==> config.mk <==
export PLATFORM = sky130hd
export DESIGN_NAME = platform_top
export DESIGN_NICKNAME = d
export VERILOG_FILES = /design/src/hw/platform_pkg.sv /design/src/hw/apb_regs.sv /design/src/hw/collision_probe.sv /design/src/hw/motion_ctrl.sv /design/src/hw/pixel_shader.sv /design/src/hw/platform_top.sv
export SDC_FILE = /design/constraint.sdc
export NUM_CORES = 1
export LEC_CHECK = 0
export ABC_AREA = 1
export ABC_CLOCK_PERIOD_IN_PS = 7400
export BUFFER_PORTS_ARGS = -buffer_cell sky130_fd_sc_hd__buf_2
export CAP_MARGIN = 30
export CORE_MARGIN = 2
export CORE_UTILIZATION = 40
export CTS_CLUSTER_SIZE = 8
export DETAILED_ROUTE_END_ITERATION = 10
export GPL_TIMING_DRIVEN = 0
export HOLD_SLACK_MARGIN = 0.08
export PLACE_DENSITY_LB_ADDON = 0.1
export SYNTH_ARGS = -nofsm -noshare
export SYNTH_HDL_FRONTEND = slang
export SYNTH_SLANG_ARGS = --single-unit
==> constraint.sdc <==
create_clock -name Clk -period 7.4 [get_ports Clk]
set_input_delay 1.11 -clock Clk [delete_from_list [all_inputs] [get_ports Clk]]
set_output_delay 1.11 -clock Clk [all_outputs]
set_load 0.05 [all_outputs]
==> src/hw/platform_pkg.sv <==
//--------------------------------------
// shared constants, enums and the fixed tile map
// positions are the bottom-right pixel of the box
// anything outside the 20x15 map reads as solid, so
// coordinates that wrap below zero are solid too
//--------------------------------------
package platform_pkg;

	// ---------------------------------------
	// geometry
	// ---------------------------------------
	localparam int COORD_W    = 10;
	// 32 px tiles
	localparam int TILE_SHIFT = 5;
	localparam int MAP_ROWS   = 15;
	localparam int MAP_COLS   = 20;
	localparam int CHAR_W     = 26;
	localparam int CHAR_H     = 32;
	localparam int START_X    = 30;
	localparam int START_Y    = 33;

	// motion limits, px per frame
	localparam int FALL_MAX      = 6;
	localparam int FALL_SNAP_MAX = 5;
	localparam int RISE_STEP     = 4;
	localparam int RISE_FRAMES   = 8;
	localparam int RUN_MAX       = 2;

	// decoded keys
	// A=0x04, D=0x07, W=0x1A, pairs in either byte order
	typedef enum logic [2:0] {
		KEY_NONE,
		KEY_A,
		KEY_D,
		KEY_W,
		KEY_WA,
		KEY_WD
	} key_cmd_e;

	typedef enum logic [1:0] {
		GROUNDED,
		RISING,
		FALLING
	} move_state_e;

	// apb register offsets
	localparam logic [3:0] ADDR_STEP   = 4'h0;
	localparam logic [3:0] ADDR_POS    = 4'h4;
	localparam logic [3:0] ADDR_STATUS = 4'h8;

	// 24-bit rgb
	localparam logic [23:0] RGB_SKY   = 24'h00007F;
	localparam logic [23:0] RGB_SOLID = 24'h000050;
	localparam logic [23:0] RGB_CHAR  = 24'hFF5500;
	localparam logic [23:0] RGB_BLANK = 24'h000000;

	// ---------------------------------------
	// tile map lookup, pixel coordinates in
	// ---------------------------------------
	function automatic logic tile_solid(input logic [COORD_W-1:0] px,
	                                    input logic [COORD_W-1:0] py);
		logic [COORD_W-TILE_SHIFT-1:0] col;
		logic [COORD_W-TILE_SHIFT-1:0] row;
		col = px[COORD_W-1:TILE_SHIFT];
		row = py[COORD_W-1:TILE_SHIFT];
		// off the map
		if (col >= MAP_COLS || row >= MAP_ROWS)
			return 1'b1;
		// floor
		if (row >= 11)
			return 1'b1;
		// stepped block
		if (row == 10 && col >= 14 && col <= 17)
			return 1'b1;
		if (row == 9 && (col == 15 || col == 16))
			return 1'b1;
		// floating pillar
		if ((row == 6 || row == 7) && col == 12)
			return 1'b1;
		return 1'b0;
	endfunction

	// raw keyboard word to command
	function automatic key_cmd_e key_decode(input logic [31:0] data);
		case (data)
			32'h0000_0004:                return KEY_A;
			32'h0000_0007:                return KEY_D;
			32'h0000_001A:                return KEY_W;
			32'h0000_1A04, 32'h0000_041A: return KEY_WA;
			32'h0000_1A07, 32'h0000_071A: return KEY_WD;
			default:                      return KEY_NONE;
		endcase
	endfunction

endpackage

==> src/hw/apb_regs.sv <==
//--------------------------------------
// apb slave for STEP, POS and STATUS
// no wait states, PREADY tied high
// step is combinational, high only in the
// access cycle of a STEP write
//--------------------------------------
module apb_regs (
	input  logic                              Clk,
	input  logic                              Reset,
	input  logic                              PSEL,
	input  logic                              PENABLE,
	input  logic                              PWRITE,
	input  logic [3:0]                        PADDR,
	input  logic [31:0]                       PWDATA,
	output logic [31:0]                       PRDATA,
	output logic                              PREADY,
	output logic                              PSLVERR,
	input  logic [platform_pkg::COORD_W-1:0]  pos_x,
	input  logic [platform_pkg::COORD_W-1:0]  pos_y,
	input  platform_pkg::move_state_e         state,
	input  logic                              on_ground,
	input  logic [3:0]                        fall_speed,
	output logic                              step,
	output platform_pkg::key_cmd_e            step_key
);

	logic access;
	logic addr_ok;
	logic is_step;

	// access phase of a transfer
	assign access = PSEL && PENABLE;
	assign addr_ok = (PADDR == platform_pkg::ADDR_STEP) ||
	                 (PADDR == platform_pkg::ADDR_POS) ||
	                 (PADDR == platform_pkg::ADDR_STATUS);
	assign is_step = PADDR == platform_pkg::ADDR_STEP;

	assign PREADY = 1'b1;
	// bad address, or write to a read-only reg
	assign PSLVERR = access && (!addr_ok || (PWRITE && !is_step));

	// frame advance
	assign step = access && PWRITE && is_step;
	assign step_key = platform_pkg::key_decode(PWDATA);

	// read mux
	always_comb begin
		PRDATA = '0;
		if (access && !PWRITE) begin
			case (PADDR)
				platform_pkg::ADDR_POS:
					PRDATA = {6'd0, pos_y, 6'd0, pos_x};
				platform_pkg::ADDR_STATUS:
					PRDATA = {24'd0, fall_speed, 1'b0, on_ground, state};
				default:
					PRDATA = '0;
			endcase
		end
	end

	// a step pulse sits in an access cycle that followed a write setup
	a_step_in_access: assert property (@(posedge Clk) disable iff (Reset)
		step |-> PSEL && PENABLE && $past(PSEL && !PENABLE && PWRITE));

endmodule

==> src/hw/collision_probe.sv <==
//--------------------------------------
// combinational collision probe
// samples the box corners against the tile map
// every pixel between start and end is scanned
// so a move can never skip through a tile
//--------------------------------------
module collision_probe (
	input  logic [platform_pkg::COORD_W-1:0]  pos_x,
	input  logic [platform_pkg::COORD_W-1:0]  pos_y,
	output logic                              on_ground,
	output logic [3:0]                        fall_step,
	output logic [2:0]                        rise_step,
	output logic [1:0]                        left_move,
	output logic [1:0]                        right_move
);

	// box edges
	logic [platform_pkg::COORD_W-1:0] col_r;
	logic [platform_pkg::COORD_W-1:0] col_l;
	logic [platform_pkg::COORD_W-1:0] row_bot;
	logic [platform_pkg::COORD_W-1:0] row_top;

	assign col_r = pos_x;
	assign col_l = pos_x - platform_pkg::COORD_W'(platform_pkg::CHAR_W - 1);
	assign row_bot = pos_y;
	assign row_top = pos_y - platform_pkg::COORD_W'(platform_pkg::CHAR_H - 1);

	// solid right under either foot
	assign on_ground = platform_pkg::tile_solid(col_l, row_bot + 1'b1) ||
	                   platform_pkg::tile_solid(col_r, row_bot + 1'b1);

	// ---------------------------------------
	// vertical scans
	// ---------------------------------------
	always_comb begin : fall_scan
		logic clear;
		logic [platform_pkg::COORD_W-1:0] row;
		clear = 1'b1;
		fall_step = 4'd0;
		for (int k = 1; k <= platform_pkg::FALL_SNAP_MAX; k++) begin
			row = row_bot + platform_pkg::COORD_W'(k);
			clear = clear && !platform_pkg::tile_solid(col_l, row) &&
			        !platform_pkg::tile_solid(col_r, row);
			if (clear)
				fall_step = 4'(k);
		end
	end

	always_comb begin : rise_scan
		logic clear;
		logic [platform_pkg::COORD_W-1:0] row;
		clear = 1'b1;
		rise_step = 3'd0;
		for (int k = 1; k <= platform_pkg::RISE_STEP; k++) begin
			row = row_top - platform_pkg::COORD_W'(k);
			clear = clear && !platform_pkg::tile_solid(col_l, row) &&
			        !platform_pkg::tile_solid(col_r, row);
			if (clear)
				rise_step = 3'(k);
		end
	end

	// ---------------------------------------
	// horizontal scans, top and bottom rows
	// ---------------------------------------
	always_comb begin : left_scan
		logic clear;
		logic [platform_pkg::COORD_W-1:0] col;
		clear = 1'b1;
		left_move = 2'd0;
		for (int m = 1; m <= platform_pkg::RUN_MAX; m++) begin
			col = col_l - platform_pkg::COORD_W'(m);
			clear = clear && !platform_pkg::tile_solid(col, row_bot) &&
			        !platform_pkg::tile_solid(col, row_top);
			if (clear)
				left_move = 2'(m);
		end
	end

	always_comb begin : right_scan
		logic clear;
		logic [platform_pkg::COORD_W-1:0] col;
		clear = 1'b1;
		right_move = 2'd0;
		for (int m = 1; m <= platform_pkg::RUN_MAX; m++) begin
			col = col_r + platform_pkg::COORD_W'(m);
			clear = clear && !platform_pkg::tile_solid(col, row_bot) &&
			        !platform_pkg::tile_solid(col, row_top);
			if (clear)
				right_move = 2'(m);
		end
	end

endmodule

==> src/hw/motion_ctrl.sv <==
//--------------------------------------
// character motion FSM
// advances exactly one frame per step pulse
// probe inputs must reflect the current position
// jump only starts from GROUNDED
//--------------------------------------
module motion_ctrl (
	input  logic                              Clk,
	input  logic                              Reset,
	input  logic                              step,
	input  platform_pkg::key_cmd_e            step_key,
	input  logic                              on_ground,
	input  logic [3:0]                        fall_step,
	input  logic [2:0]                        rise_step,
	input  logic [1:0]                        left_move,
	input  logic [1:0]                        right_move,
	output logic [platform_pkg::COORD_W-1:0]  pos_x,
	output logic [platform_pkg::COORD_W-1:0]  pos_y,
	output platform_pkg::move_state_e         state,
	output logic [3:0]                        fall_speed
);

	logic [platform_pkg::COORD_W-1:0] x_next;
	logic [platform_pkg::COORD_W-1:0] y_next;
	platform_pkg::move_state_e state_next;
	logic [3:0] speed_next;
	logic [3:0] speed_inc;
	logic [3:0] drop;
	logic [3:0] rise_cnt;
	logic [3:0] rise_cnt_next;
	logic jump_key;

	assign jump_key = step_key inside {platform_pkg::KEY_W, platform_pkg::KEY_WA,
	                                   platform_pkg::KEY_WD};

	// gravity, saturating at terminal speed
	assign speed_inc = (fall_speed >= 4'(platform_pkg::FALL_MAX)) ?
	                   4'(platform_pkg::FALL_MAX) : fall_speed + 4'd1;
	// never drop further than the probe says is clear
	assign drop = (speed_inc < fall_step) ? speed_inc : fall_step;

	// ---------------------------------------
	// next frame
	// ---------------------------------------
	always_comb begin
		x_next = pos_x;
		y_next = pos_y;
		state_next = state;
		speed_next = fall_speed;
		rise_cnt_next = rise_cnt;

		// horizontal first
		case (step_key)
			platform_pkg::KEY_A, platform_pkg::KEY_WA:
				x_next = pos_x - platform_pkg::COORD_W'(left_move);
			platform_pkg::KEY_D, platform_pkg::KEY_WD:
				x_next = pos_x + platform_pkg::COORD_W'(right_move);
			default:
				x_next = pos_x;
		endcase

		case (state)
			platform_pkg::GROUNDED: begin
				if (jump_key) begin
					state_next = platform_pkg::RISING;
					rise_cnt_next = 4'(platform_pkg::RISE_FRAMES);
				end else if (!on_ground) begin
					// walked off an edge
					state_next = platform_pkg::FALLING;
					speed_next = 4'd0;
				end
			end
			platform_pkg::RISING: begin
				y_next = pos_y - platform_pkg::COORD_W'(rise_step);
				rise_cnt_next = rise_cnt - 4'd1;
				// head hit or jump used up
				if (rise_step == 3'd0 || rise_cnt_next == 4'd0) begin
					state_next = platform_pkg::FALLING;
					speed_next = 4'd0;
				end
			end
			default: begin
				if (on_ground) begin
					state_next = platform_pkg::GROUNDED;
					speed_next = 4'd0;
				end else begin
					speed_next = speed_inc;
					y_next = pos_y + platform_pkg::COORD_W'(drop);
				end
			end
		endcase
	end

	always_ff @(posedge Clk or posedge Reset) begin
		if (Reset) begin
			pos_x <= platform_pkg::COORD_W'(platform_pkg::START_X);
			pos_y <= platform_pkg::COORD_W'(platform_pkg::START_Y);
			state <= platform_pkg::FALLING;
			fall_speed <= 4'd0;
			rise_cnt <= 4'd0;
		end else if (step) begin
			pos_x <= x_next;
			pos_y <= y_next;
			state <= state_next;
			fall_speed <= speed_next;
			rise_cnt <= rise_cnt_next;
		end
	end

	a_state_legal: assert property (@(posedge Clk) disable iff (Reset)
		state inside {platform_pkg::GROUNDED, platform_pkg::RISING, platform_pkg::FALLING});

	a_fall_capped: assert property (@(posedge Clk) disable iff (Reset)
		fall_speed <= 4'(platform_pkg::FALL_MAX));

endmodule

==> src/hw/pixel_shader.sv <==
//--------------------------------------
// pixel colour, one cycle latency
// character drawn as a flat box over the map
// blank is active low
//--------------------------------------
module pixel_shader (
	input  logic                              Clk,
	input  logic                              Reset,
	input  logic [9:0]                        DrawX,
	input  logic [9:0]                        DrawY,
	input  logic                              blank,
	input  logic [platform_pkg::COORD_W-1:0]  pos_x,
	input  logic [platform_pkg::COORD_W-1:0]  pos_y,
	output logic [23:0]                       rgb
);

	logic [platform_pkg::COORD_W-1:0] box_left;
	logic [platform_pkg::COORD_W-1:0] box_top;
	logic in_box;

	// box spans x-25..x and y-31..y
	assign box_left = pos_x - platform_pkg::COORD_W'(platform_pkg::CHAR_W - 1);
	assign box_top = pos_y - platform_pkg::COORD_W'(platform_pkg::CHAR_H - 1);
	assign in_box = (DrawX >= box_left) && (DrawX <= pos_x) &&
	                (DrawY >= box_top) && (DrawY <= pos_y);

	always_ff @(posedge Clk or posedge Reset) begin
		if (Reset) begin
			rgb <= platform_pkg::RGB_BLANK;
		end else if (!blank) begin
			rgb <= platform_pkg::RGB_BLANK;
		end else if (in_box) begin
			// character wins over tiles
			rgb <= platform_pkg::RGB_CHAR;
		end else if (platform_pkg::tile_solid(DrawX, DrawY)) begin
			rgb <= platform_pkg::RGB_SOLID;
		end else begin
			rgb <= platform_pkg::RGB_SKY;
		end
	end

endmodule

==> src/hw/platform_top.sv <==
//--------------------------------------
// platform game top level
// apb host side advances frames
// pixel side runs in parallel, never stalled
//--------------------------------------
module platform_top (
	input  logic        Clk,
	input  logic        Reset,
	input  logic        PSEL,
	input  logic        PENABLE,
	input  logic        PWRITE,
	input  logic [3:0]  PADDR,
	input  logic [31:0] PWDATA,
	output logic [31:0] PRDATA,
	output logic        PREADY,
	output logic        PSLVERR,
	input  logic [9:0]  DrawX,
	input  logic [9:0]  DrawY,
	input  logic        blank,
	output logic [23:0] rgb
);

	// step path
	logic step;
	platform_pkg::key_cmd_e step_key;

	// character state
	logic [platform_pkg::COORD_W-1:0] pos_x;
	logic [platform_pkg::COORD_W-1:0] pos_y;
	platform_pkg::move_state_e state;
	logic [3:0] fall_speed;

	// probe results
	logic on_ground;
	logic [3:0] fall_step;
	logic [2:0] rise_step;
	logic [1:0] left_move;
	logic [1:0] right_move;

	apb_regs u_apb_regs (
		.Clk(Clk), .Reset(Reset),
		.PSEL(PSEL), .PENABLE(PENABLE), .PWRITE(PWRITE),
		.PADDR(PADDR), .PWDATA(PWDATA),
		.PRDATA(PRDATA), .PREADY(PREADY), .PSLVERR(PSLVERR),
		.pos_x(pos_x), .pos_y(pos_y), .state(state),
		.on_ground(on_ground), .fall_speed(fall_speed),
		.step(step), .step_key(step_key)
	);

	motion_ctrl u_motion_ctrl (
		.Clk(Clk), .Reset(Reset),
		.step(step), .step_key(step_key),
		.on_ground(on_ground), .fall_step(fall_step), .rise_step(rise_step),
		.left_move(left_move), .right_move(right_move),
		.pos_x(pos_x), .pos_y(pos_y), .state(state), .fall_speed(fall_speed)
	);

	collision_probe u_collision_probe (
		.pos_x(pos_x), .pos_y(pos_y),
		.on_ground(on_ground), .fall_step(fall_step), .rise_step(rise_step),
		.left_move(left_move), .right_move(right_move)
	);

	pixel_shader u_pixel_shader (
		.Clk(Clk), .Reset(Reset),
		.DrawX(DrawX), .DrawY(DrawY), .blank(blank),
		.pos_x(pos_x), .pos_y(pos_y),
		.rgb(rgb)
	);

endmodule

==> results of run 1 <==
routing by layer:
metal / wire (um) / share of wire [%]
met1: 11100 / 48
met2: 10300 / 44
met5: 0 / 0
met4: 537 / 2.3
met3: 1260 / 5.4
flip-flops by register name, indices dropped and copies added (netlist names):
register and count:
u_motion_ctrl.fall_speed 4, u_motion_ctrl.pos_x 10, u_motion_ctrl.pos_y 10, u_motion_ctrl.rise_cnt 4, u_motion_ctrl.state 2, u_pixel_shader.rgb 3
critical path, delay by kind of cell, from the launching register on:
family / cells / cell delay, ps
and+or+nand+nor: 28 / 2680
adders and majority gates: 4 / 1160
AOI/OAI and AO/OA: 8 / 1100
buffers and inverters: 7 / 780
DFF: 1 / 640
layout by cell type (no fill, tap or decap), drive strengths merged, types with 12 or more instances in the layout:
cell    instances
a21oi          60
xor2           34
ha             69
dfrtp          26
nand2         346
nor4           14
nor2          166
inv           186
nand4          22
nor3           37
clkbuf         12
conb           19
nand3          95
o21ai          70
buf           147
area by class of cell:
cell class / instances / share of cell area [%]
buffer: 51 / 4.09
clock buffer: 7 / 1.72
clock inverter: 1 / 0.0906
inverter: 188 / 8.54
multi-input combinational: 1009 / 65.9
sequential: 33 / 10.1
tap: 229 / 3.46
timing repair buffer: 101 / 6.10
worst paths after layout:
check                                          startpoint                   endpoint  depth (start not counted)  slack, ps
min in group asynchronous                           Reset  u_motion_ctrl.rise_cnt[0]                          2        980
worst min register to register  u_motion_ctrl.rise_cnt[3]  u_motion_ctrl.rise_cnt[3]                          1        520
worst min-delay path            u_motion_ctrl.rise_cnt[3]  u_motion_ctrl.rise_cnt[3]                          1        520
worst max-delay path               u_motion_ctrl.pos_x[0]     u_motion_ctrl.pos_y[9]                         47        900
max in group asynchronous                           Reset      u_pixel_shader.rgb[5]                          2       5900
worst max register to register     u_motion_ctrl.pos_x[0]     u_motion_ctrl.pos_y[9]                         47        900
per-stage QoR:
stage,power [W],instance area (um2)
after global routing,0.000584,8290
after global placement,0.000327,8140
after detailed placement,0.000328,8140
after CTS,0.000560,8290
after floorplan,0.000287,7350
final,0.000556,8290
power groups by stage:
stage	Combinational, W	Sequential, W	Clock [W]
2_1_floorplan	0.0000979	0.000189	0
3_3_place_gp	0.000139	0.000187	0
3_5_place_dp	0.000140	0.000187	0
4_1_cts	0.000141	0.000184	0.000235
5_1_grt	0.000156	0.000184	0.000244
6_report	0.000141	0.000184	0.000231
logic make-up (layout without fill, tap and decap cells):
kind of cell	after synthesis	in the layout
other	2	19
DFF	33	33
AOI/OAI and AO/OA	178	178
and+or+nand+nor	697	697
muxes	1	1
xor gates and xnor gates	43	43
adders and majority gates	71	71
buffers and inverters	239	348
==> flow_summary.ini, run 1 <==
[status]
status = finished, final reports clean

[logic_synthesis]
syn_inst = 1264
yosysWarnings = 0
synth_flop_cell = dfrtp_1
synth_fa_ha_area_share_pct = 12.4
synth.cell_area_mm2 = 0.00728
synthMostInstantiatedCell = nand2_1
yosys-top-cells-count = nand2_1, inv_1, nor2_1
synth_seq_area_share_pct = 11.5
synth-compound-area-share_pct = 14.1
synthMuxAreaShare_pct = 0.155
syn_area_per_cell_um2 = 5.76
synth_xor_area_share_pct = 5.48
synth_top_family_by_area = simple AND/OR/NAND/NOR gates
yosys-top-cells-area = nand2_1, ha_1, inv_1
ys_ff_latch = 33
synth_edf_count = 0
synth_top_area_share_pct = 17.1
yosys.area.top_type = nand2_1
ys_types = 60
synth-simple-area-share_pct = 42.0
async_reset_ff_share_pct = 100

[sta]
tns_ps = 0
finalSetupViolCount = 0
fin_crit_sh_pct = 87.8
drv_slew = 0
slew_headroom_pct = 44.7
fmax_mhz = 154
setup_ws_ps = 901
rsz0062_at_grt = false
finalHoldViolations = 0
timing.hold.ws_ps = 521
fin_worst_skew_ps = 8.83
fin_crit_ps = 6500
tightest_slew_ps = 821

[global_route]
grt_use_met1_pct = 32.8
gr-usage-met3_pct = 2.73
gr-total-overflow = 0
top_usage_layer = met2
grt_pass1_wl_um = 37800
grt_use_met2_pct = 39.3
grt_max_degree = 34
first_global_vias = 7561
antenna_found_initial = 0
grtUsageTotal_pct = 23.8

[clocking]
cts.clk_slew.worst_paths_ps = 60
numCtsBuffers = 5
cts_root_buffer = clkbuf_16
cts_max_level = 2
cts_setup_buffers = 0
cts_resized = 0
cts_hold_repair.buffers = 0
cts_tree = built
clk_latency_ps = 300
cts_buffer_depth = 2
clock_sinks = 33

[routing]
drt_iter0_markers = 551
drc_errors = 0
ant_nets = 0
first_pass_iters = 5
finalWirelength_um = 23300
via_count = 8318
wire_per_inst_um = 14.4
vias_per_cell = 5.14

[setup_path]
critPathMaxFanout = 11
slowest_stage = dfrtp_1
crit_type = reg -> reg
critPathArrivalTime_ps = 6680
path_common_cell = nand2_1
slowest_delay_ps = 640
cp_data_required_time_ps = 7590
end_kind = flop
critical_path.startpoint_type = flop

[placement]
dp_slack_ps = 959
dpl.cell_count = 1611
numPortBuffers = 101
gp_congestion = 0.916
dp_hpwl_um = 18800

[floorplanning]
rows = 49
fp.coreArea_mm2 = 0.0179
die_x_um = 139
pin_count = 120
initial_utilization_pct = 40.7
die-height_um = 139
die_area_mm2 = 0.0193

[power_and_ir_drop]
powerDensity_mw_per_mm2 = 67.1
power.share.switching_pct = 34.3
p_seq_share_pct = 33.1
peakVddDrop_uv = 65.5
p_int_w = 0.000365
p_leak_nw = 4.35
p_switching_w = 0.000191
combPwrFrac_pct = 25.3
clockPowerShare_pct = 41.6

[final_layout]
antennaDiodeCount = 0
layout.area.seq_um2 = 835
instances_no_fill = 1619
drive_gt1_share_pct = 15.5
multi_input_area_mm2 = 0.00547
nets = 1522
fillCellCount = 1967
fin_util_pct = 46.3
area_growth_pct = 13.8

[run]
drv_cap = 0

[worst_hold_path]
worstHoldPathType = reg -> reg
No activity file was read; power rests on OpenSTA's default activity.
==> inputs of run 2 (changes only) <==
--- a/config.mk
+++ b/config.mk
@@ -10,7 +10,8 @@
 export BUFFER_PORTS_ARGS = -buffer_cell sky130_fd_sc_hd__buf_2
 export CAP_MARGIN = 30
 export CORE_MARGIN = 2
-export CORE_UTILIZATION = 40
+export CORE_UTILIZATION = 47
+export CTS_CLUSTER_DIAMETER = 100
 export CTS_CLUSTER_SIZE = 8
 export DETAILED_ROUTE_END_ITERATION = 10
 export GPL_TIMING_DRIVEN = 0
==> flow_summary.ini, run 2 (same netlist as run 1, synthesis figures left out) <==
[sta]
tns_ps = 0
fin_crit_ps = 6420
drv_slew = 0
fmax_mhz = 156
fin_crit_sh_pct = 86.7
finalHoldViolations = 0
finalSetupViolCount = 0
fin_worst_skew_ps = 10.0
slew_headroom_pct = 45.1
rsz0062_at_grt = false
tightest_slew_ps = 822

[clocking]
numCtsBuffers = 5
cts_setup_buffers = 0
cts_max_level = 2
cts_resized = 0
clock_sinks = 33
clk_latency_ps = 300
cts_root_buffer = clkbuf_16
cts_tree = built
cts_hold_repair.buffers = 0
cts_buffer_depth = 2
cts.clk_slew.worst_paths_ps = 60

[setup_path]
slowest_stage = dfrtp_1
critPathMaxFanout = 11
critical_path.startpoint_type = flop
end_kind = flop
r2r_start = u_motion_ctrl.pos_x[0]
rr_worst_depth = 47
crit_type = reg -> reg
critPathArrivalTime_ps = 6600
slowest_delay_ps = 590
rrSetupSlack_ps = 980
path_delay_family = simple AND/OR/NAND/NOR gates
path_depth = 47
cp_data_required_time_ps = 7580
path_common_cell = nand2_1
r2r-end = u_motion_ctrl.pos_y[9]
crit_buf_inv = 7

[final_layout]
nets = 1522
drive_gt1_share_pct = 15.5
layout_commonest_cell = nand2_1
largest_registers = u_motion_ctrl.pos_x (10), u_motion_ctrl.pos_y (10)
mostFrequentLayoutCells = nand2_1, inv_1, nor2_1, buf_2, nand3_1
antennaDiodeCount = 0
area_growth_pct = 13.0
fillCellCount = 1653

[floorplanning]
fp.coreArea_mm2 = 0.0151
pin_count = 120
rows = 45
die_area_mm2 = 0.0165
die-height_um = 128
initial_utilization_pct = 48.1
die_x_um = 128

[worst_hold_path]
worstHoldPathType = reg -> reg
hold_path_startpoint = u_motion_ctrl.rise_cnt[3]
holdPathStages = 1
holdPathEnd = u_motion_ctrl.rise_cnt[3]

[global_route]
grt_max_degree = 34
grtUsageTotal_pct = 27.1
first_global_vias = 7461
gr-total-overflow = 0
antenna_found_initial = 0
grt_pass1_wl_um = 36000

[power_and_ir_drop]
p_leak_nw = 4.35
peakVddDrop_uv = 63.1
powerDensity_mw_per_mm2 = 65.7
finalPower_w = 0.000541

[routing]
finalWirelength_um = 22000
wire_per_inst_um = 13.9
first_pass_iters = 5
ant_nets = 0
drc_errors = 0
drt_iter0_markers = 532
via_count = 8329
vias_per_cell = 5.28

[run]
drv_cap = 0

[placement]
dp_hpwl_um = 18000
gp_congestion = 0.938
numPortBuffers = 101

[status]
status = finished, final reports clean
==> run 2: worst max-delay path by stage <==
stage / endpoint / slack [ps] / from
floorplan: u_motion_ctrl.pos_y[9] / 2280 / u_motion_ctrl.pos_x[1]
global placement: u_motion_ctrl.pos_y[9] / 1160 / u_motion_ctrl.pos_x[0]
detailed placement: u_motion_ctrl.pos_y[9] / 1030 / u_motion_ctrl.pos_x[0]
CTS: u_motion_ctrl.pos_y[9] / 980 / u_motion_ctrl.pos_x[0]
global route: u_motion_ctrl.pos_y[9] / 250 / u_motion_ctrl.pos_x[0]
finish: u_motion_ctrl.pos_y[9] / 980 / u_motion_ctrl.pos_x[0]
==> run 2: worst reg2reg max path, delay by kind of cell, from the launching register on <==
kind                       cells  cell delay (ps)
AOI/OAI and AO/OA              8             1130
adders and majority gates      4             1110
buffers and inverters          7              760
DFF                            1              590
and+or+nand+nor               28             2700
==> run 2: power by group <==
part           total (W)  internal [W]  switching [W]  leakage, nW
Combinational   0.000141     0.0000485      0.0000922         3.91
Sequential      0.000184      0.000182     0.00000187        0.371
Clock           0.000216      0.000125      0.0000906       0.0641
==> run 2: stage by stage <==
step	worst slack (ps)	area, um2	hold slack (ps)	std cells	utilization, %
3_3_place_gp	1160	8090	509	1570	53.4
5_1_grt	245	8230	540	1578	54.3
4_1_cts	978	8230	527	1578	54.3
6_report	981	8230	523	1578	54.3
2_1_floorplan	2280	7350	481	1281	-
3_5_place_dp	1030	8090	510	1570	53.4
==> run 2: final cells by class <==
class | count | area, um2 | area share, %
flip-flops and latches | 33 | 835 | 10.1
repair buffers | 101 | 505 | 6.14
clock buffers | 7 | 133 | 1.61
multi-input cells | 1009 | 5470 | 66.4
well taps | 188 | 235 | 2.86
plain buffers | 51 | 339 | 4.12
inverters | 188 | 708 | 8.61
clock inverters | 1 | 7.51 | 0.0912
==> run 2: metal layers <==
layer,track usage (%),vias to the layer above,routed length (um)
met1,36.9,3723,10100
li1,-,4320,-
met2,45.1,263,9940
met4,7.56,0,470
met5,0,-,0
met3,3.24,23,1480
==> inputs of run 3 (changes only) <==
--- a/config.mk
+++ b/config.mk
@@ -6,11 +6,12 @@
 export NUM_CORES = 1
 export LEC_CHECK = 0
 export ABC_AREA = 1
-export ABC_CLOCK_PERIOD_IN_PS = 7400
+export ABC_CLOCK_PERIOD_IN_PS = 7700
 export BUFFER_PORTS_ARGS = -buffer_cell sky130_fd_sc_hd__buf_2
 export CAP_MARGIN = 30
 export CORE_MARGIN = 2
 export CORE_UTILIZATION = 47
+export CTS_BUF_LIST = sky130_fd_sc_hd__clkbuf_16
 export CTS_CLUSTER_DIAMETER = 100
 export CTS_CLUSTER_SIZE = 8
 export DETAILED_ROUTE_END_ITERATION = 10
==> constraint.sdc (replaced) <==
create_clock -name Clk -period 7.7 [get_ports Clk]
set_input_delay 1.155 -clock Clk [delete_from_list [all_inputs] [get_ports Clk]]
set_output_delay 1.155 -clock Clk [all_outputs]
set_load 0.05 [all_outputs]
==> flow_summary.ini, run 3 (same netlist as run 1, synthesis figures left out) <==
[status]
status = finished, final reports clean

[setup_path]
rrSetupSlack_ps = 1270
rr_worst_depth = 47
critical_path.startpoint_type = flop
r2r-end = u_motion_ctrl.pos_y[9]
crit_type = reg -> reg
critPathMaxFanout = 11
slowest_stage = dfrtp_1
end_kind = flop
crit_start = u_motion_ctrl.pos_x[0]
path_common_cell = nand2_1
critPathArrivalTime_ps = 6610
cp_data_required_time_ps = 7880
cp-endpoint = u_motion_ctrl.pos_y[9]
slowest_delay_ps = 600
r2r_start = u_motion_ctrl.pos_x[0]

[routing]
finalWirelength_um = 22000
via_count = 8320
ant_nets = 0
drt_iter0_markers = 518
wire_per_inst_um = 13.9
vias_per_cell = 5.27
first_pass_iters = 5
drc_errors = 0

[clocking]
cts_resized = 0
numCtsBuffers = 5
cts_hold_repair.buffers = 0
cts_root_buffer = clkbuf_16
cts_tree = built
cts.clk_slew.worst_paths_ps = 60
cts_buffer_depth = 2
clk_latency_ps = 300
cts_max_level = 2
cts_setup_buffers = 0
clock_sinks = 33

[sta]
rsz0062_at_grt = false
tns_ps = 0
fin_worst_skew_ps = 9.36
slew_headroom_pct = 44.5
drv_slew = 0
finalHoldViolations = 0
fmax_mhz = 156
finalSetupViolCount = 0
tightest_slew_ps = 831
fin_crit_sh_pct = 83.5
fin_crit_ps = 6430

[global_route]
grt_max_degree = 34
grtUsageTotal_pct = 27.1
first_global_vias = 7462
antenna_found_initial = 0
grt_pass1_wl_um = 36000
gr-total-overflow = 0

[floorplanning]
pin_count = 120
die-height_um = 128
fp.coreArea_mm2 = 0.0151
die_area_mm2 = 0.0165
die_x_um = 128
initial_utilization_pct = 48.1
rows = 45

[final_layout]
layout_commonest_cell = nand2_1
mostFrequentLayoutCells = nand2_1, inv_1, nor2_1, buf_2, nand3_1
area_growth_pct = 13.0
fin_util_pct = 54.3
drive_gt1_share_pct = 15.5
multi_input_area_mm2 = 0.00547
antennaDiodeCount = 0
layout.area.seq_um2 = 835
fillCellCount = 1653
nets = 1522
largest_registers = u_motion_ctrl.pos_x (10), u_motion_ctrl.pos_y (10)

[worst_hold_path]
worstHoldPathType = reg -> reg

[placement]
numPortBuffers = 101
dp_hpwl_um = 18000
gp_congestion = 0.938

[power_and_ir_drop]
p_leak_nw = 4.35
powerDensity_mw_per_mm2 = 62.8
peakVddDrop_uv = 60.7

[run]
drv_cap = 0
run 3: through the flow:
stage	setup slack (ps)	instances	cell area [um2]	hold slack (ps)	total power, W
4_1_cts	1280	1578	8230	527	0.000521
6_report	1270	1578	8230	523	0.000517
2_1_floorplan	2580	1281	7350	481	0.000276
5_1_grt	545	1578	8230	540	0.000541
3_3_place_gp	1460	1570	8090	509	0.000313
3_5_place_dp	1330	1570	8090	510	0.000315
run 3: worst min path at each step:
stage | from | end | slack [ps] | depth (start not counted)
after floorplan | u_motion_ctrl.rise_cnt[2] | u_motion_ctrl.rise_cnt[2] | 480 | 2
after global placement | u_motion_ctrl.rise_cnt[3] | u_motion_ctrl.rise_cnt[3] | 510 | 1
after detailed placement | u_motion_ctrl.rise_cnt[2] | u_motion_ctrl.rise_cnt[2] | 510 | 2
after CTS | u_motion_ctrl.rise_cnt[2] | u_motion_ctrl.rise_cnt[2] | 530 | 2
after global routing | u_motion_ctrl.rise_cnt[3] | u_motion_ctrl.rise_cnt[3] | 540 | 1
final | u_motion_ctrl.rise_cnt[3] | u_motion_ctrl.rise_cnt[3] | 520 | 1
run 3: layout make-up:
class / count / share of cell area, %
tap: 188 / 2.86
clock inverter: 3 / 0.182
timing repair buffer: 101 / 6.14
buffer: 51 / 4.12
sequential: 33 / 10.1
clock buffer: 5 / 1.52
inverter: 188 / 8.61
multi-input combinational: 1009 / 66.4
run 3: routing by layer:
metal | vias to the layer above | track usage, % | share of wire (%)
li1 | 4319 | - | -
met2 | 261 | 45.1 | 45
met3 | 27 | 3.24 | 6.4
met4 | 0 | 7.56 | 2.3
met5 | - | 0 | 0
met1 | 3713 | 36.9 | 46
run 3: critical path, delay by kind of cell, from the launching register on:
kind	cells	cell delay (ps)
simple gates	28	2710
flops	1	600
fa+ha+maj	4	1110
buf+inv	7	760
compound gates	8	1130
run 3: power by group:
group / switching, W / internal (W)
clock network: 0.0000871 / 0.000118
registers: 0.00000179 / 0.000175
logic: 0.0000887 / 0.0000466
